==> src/source/videogen_pkg.sv <==
`default_nettype none

package videogen_pkg;

	////////////////////
	// Colour channel
	////////////////////

	// One 4-bit gun value per channel
	localparam int COLOR_WIDTH = 4;

	typedef logic [COLOR_WIDTH-1:0] color_t;

	////////////////////
	// Palette word
	////////////////////

	// Three channels packed side by side
	localparam int CLUT_WIDTH = 3 * COLOR_WIDTH;

	// Field positions, red in the bottom nibble
	localparam int RED_LSB = 0;
	localparam int GREEN_LSB = RED_LSB + COLOR_WIDTH;
	localparam int BLUE_LSB = GREEN_LSB + COLOR_WIDTH;

	// Blue on top, then green, then red
	typedef logic [CLUT_WIDTH-1:0] clut_entry_t;

	////////////////////
	// Wishbone slave
	////////////////////

	// Host data bus, upper bits beyond the palette word read as zero
	localparam int WB_DATA_WIDTH = 16;

	typedef logic [WB_DATA_WIDTH-1:0] wb_data_t;

	// Single-ack handshake
	// WB_IDLE waits for a request
	// WB_ACK holds ack for one clock, then forces a gap
	typedef enum logic {
		WB_IDLE = 1'b0,
		WB_ACK  = 1'b1
	} wb_state_t;

endpackage

`default_nettype wire

==> src/source/rgb_output.sv <==
`timescale 1ns/1ps
`default_nettype none

module rgb_output import videogen_pkg::*; (
	input  wire         clk_6md,
	input  wire         reset,

	// From the palette read stage
	input  clut_entry_t palette_word,
	input  wire         stage_blank,
	input  wire         stage_sync,

	// Video out
	output color_t      red,
	output color_t      green,
	output color_t      blue,
	output logic        video_blank,
	output logic        video_sync
);

	////////////////////
	// Channel split
	////////////////////

	// Fields of the palette word
	color_t red_field;
	color_t green_field;
	color_t blue_field;

	assign red_field   = palette_word[RED_LSB +: COLOR_WIDTH];
	assign green_field = palette_word[GREEN_LSB +: COLOR_WIDTH];
	assign blue_field  = palette_word[BLUE_LSB +: COLOR_WIDTH];

	// Black while blanked
	color_t red_next;
	color_t green_next;
	color_t blue_next;

	always_comb begin
		if (stage_blank) begin
			red_next   = '0;
			green_next = '0;
			blue_next  = '0;
		end else begin
			red_next   = red_field;
			green_next = green_field;
			blue_next  = blue_field;
		end
	end

	////////////////////
	// Output register
	////////////////////

	// Third stage of the pixel path
	always_ff @(posedge clk_6md) begin
		if (reset) begin
			// Dark screen, blanked, sync idle
			red         <= '0;
			green       <= '0;
			blue        <= '0;
			video_blank <= 1'b1;
			video_sync  <= 1'b0;
		end else begin
			red         <= red_next;
			green       <= green_next;
			blue        <= blue_next;
			// Last delay for the timing signals
			video_blank <= stage_blank;
			video_sync  <= stage_sync;
		end
	end

endmodule

`default_nettype wire

==> config.mk <==
export PLATFORM = sky130hd
export DESIGN_NAME = rgb_output
export DESIGN_NICKNAME = d
export VERILOG_FILES = /design/src/source/videogen_pkg.sv /design/src/source/rgb_output.sv
export SDC_FILE = /design/constraint.sdc
export NUM_CORES = 1
export LEC_CHECK = 0
export BUFFER_PORTS_ARGS = -buffer_cell sky130_fd_sc_hd__buf_4
export CORE_MARGIN = 3
export CORE_UTILIZATION = 34
export CTS_CLUSTER_SIZE = 20
export DETAILED_ROUTE_END_ITERATION = 6
export PLACE_DENSITY = 0.69
export SLEW_MARGIN = 25
export SYNTH_ARGS = -nofsm -noshare
export SYNTH_HDL_FRONTEND = slang
export SYNTH_SLANG_ARGS = --single-unit
export TNS_END_PERCENT = 50
==> constraint.sdc <==
create_clock -name clk_6md -period 0.8 [get_ports clk_6md]
set_input_delay 0.16 -clock clk_6md [delete_from_list [all_inputs] [get_ports clk_6md]]
set_output_delay 0.16 -clock clk_6md [all_outputs]
set_load 0.005 [all_outputs]
==> flow_summary.toml <==
[routing]
ant_nets = 0
drt_iter0_markers = 4
drcViolationCount = 0
vias_per_cell = 4.13
top_layer = "met3"
wirelength_um = 788
drt_pre_antenna_iters = 2
vias = 310
met1Wirelength_um = 308
wl_met3_um = 96
wl_per_cell_um = 10.5
wl_met2_um = 383

[status]
violations = "negative setup slack"
status = "finished with violations"

[final_layout]
syn2layout_area_growth_pct = 62.1
fillCellCount = 96
register_area_um2 = 288
diodes = 0
layout_common_cells = "buf_4 (22), nor3b_2 (10), dfxtp_1 (8), buf_6 (7), dfxtp_2 (6)"
layout_commonest_cell = "buf_4"
final_area_um2 = 738
drive_gt1_share_pct = 80.3
multi_input_area_um2 = 153
nets = 78

[sta]
tightest_slew_ns = 0.183
finalCriticalPeriod_ns = 0.860
fin_crit_sh_pct = 108
setup_violations = 14
slew_headroom_pct = 87.8
hold_viol_final = 0
fmax_mhz = 1160
finalSetupTns_ns = -0.720
whs_ns = 0.0979
setup_slack_ns = -0.0604
grt_setup_unrepaired = "true"
drv_slew = 0

[setup_path]
worst-setup-path-type = "reg2out"
critPathMaxFanout = 1
critical_path_buf_inv_count = 1
path_cells = "buf_4"
startpoint_type = "flop"
crit_slowest_cell = "dfxtp_1"
cp.required_ns = 0.64
slowest_delay_ns = 0.31
end_kind = "output port"
cp.arrival_ns = 0.70
critPathTopFamily = "flip-flops"

[global_routing]
grt-ovfl-total = 0
grt_max_degree = 15
track_usage_pct = 8.85
antenna_found_initial = 0
grt_pass1_vias = 279
grt_pass1_wl_um = 1210

[placed_design]
gp_congestion = 0.594
place_area_um2 = 668
numPortBuffers = 29

[yosys]
seq_area_frac_synth_pct = 61.5
synth_area_um2 = 455
synth_cell_type_count = 6
synth_seq_cells = 14
synth_top_cell_area_share_pct = 61.5
yosysTopAreaCell = "dfxtp_1"
synth_fp_nets = 46
syn_inst = 30
yosys-top-cells-area = "dfxtp_1 (62%), nor3b_2 (27%), buf_6 (4.9%)"
avgSynthCellArea_um2 = 15.2
yosysWarnings = 0

[floorplan]
die_h_um = 42.6
core_area_mm2 = 0.00119
start_util_pct = 38.4
die_area_mm2 = 0.00181
io_pins = 30
rows = 12
die_x_um = 42.6

[pwr]
internal-power_mw = 1.12
power_mw = 1.39
combPwrFrac_pct = 11.8
ir_drop_v = 0.00143
p_leak_nw = 0.327
seq_power_share_pct = 53.3
power_density_mw_per_mm2 = 1880
switching_power_uw = 268
switching_share_pct = 19.4
clkPwrFrac_pct = 34.9

[hold_path]
min_path_type = "in2reg"

[cts]
cts_buffers = 3
h-tree-depth = 1
cts_sinks = 14
cts_tree = "yes"
holdBufCountCts = 0
clk_path_buf_depth = 2
cts_root_buf = "clkbuf_4"
clk_pin_slew_ns = 0.08

[job]
cap_viol_max_count = 0
[cells by family (layout without fill, tap and decap cells)]
family        after synthesis  after routing  synth area share, %
simple gates               14             14                 33.5
flops                      14             14                 61.5
buf+inv                     2             33                 4.94
[power by group through the flow]
| stage | clock network [mW] | logic (mW) | registers [mW] |
|---|---|---|---|
| after floorplan | 0 | 0.0592 | 0.754 |
| after global placement | 0 | 0.159 | 0.749 |
| after detailed placement | 0 | 0.159 | 0.750 |
| after CTS | 0.498 | 0.162 | 0.735 |
| after global routing | 0.538 | 0.178 | 0.741 |
| final | 0.483 | 0.164 | 0.738 |
[cell usage after synthesis]
master / instances
buf_6: 2
dfxtp_1: 14
nor2b_1: 1
nor3b_1: 2
nor3b_2: 10
or2_1: 1
[final timing paths]
check             slack, ns  depth (start not counted)         startpoint               endpoint
setup / recovery      -0.06                          1  red[0]$_SDFF_PP0_                 red[0]
hold / removal          0.1                          2         stage_sync  video_sync$_SDFF_PP0_
[per-layer routing]
| layer | track usage [%] | up-vias |
|---|---|---|
| met4 | 1.86 | 0 |
| li1 | - | 163 |
| met3 | 5.15 | 0 |
| met1 | 9.54 | 129 |
| met5 | 0 | - |
| met2 | 14.9 | 18 |
[sequential cells by signal, indices dropped and copies added, names as in the netlist]
name and flops:
video_sync 1, video_blank 1, red 4, green 4
blue 4
[per-stage QoR]
step,std cells,setup WS (ns),util (%)
after global routing,75,-0.0899,62.2
after floorplan,30,0.293,-
after global placement,71,0.120,56.3
after detailed placement,71,0.110,56.3
final,75,-0.0604,62.2
after CTS,75,-0.0664,60.2
[repair_timing]
item | CTS | global route
endpoints found under the setup margin | 14 | 14
resized for setup | 4 | 9
setup buffers | 0 | 0
[cell type report]
class,count,share of cell area [%]
sequential,14,39.0
timing repair buffer,29,33.1
tap,14,2.37
clock buffer,4,4.92
multi-input combinational,14,20.7
No activity file was read; power rests on OpenSTA's default activity.
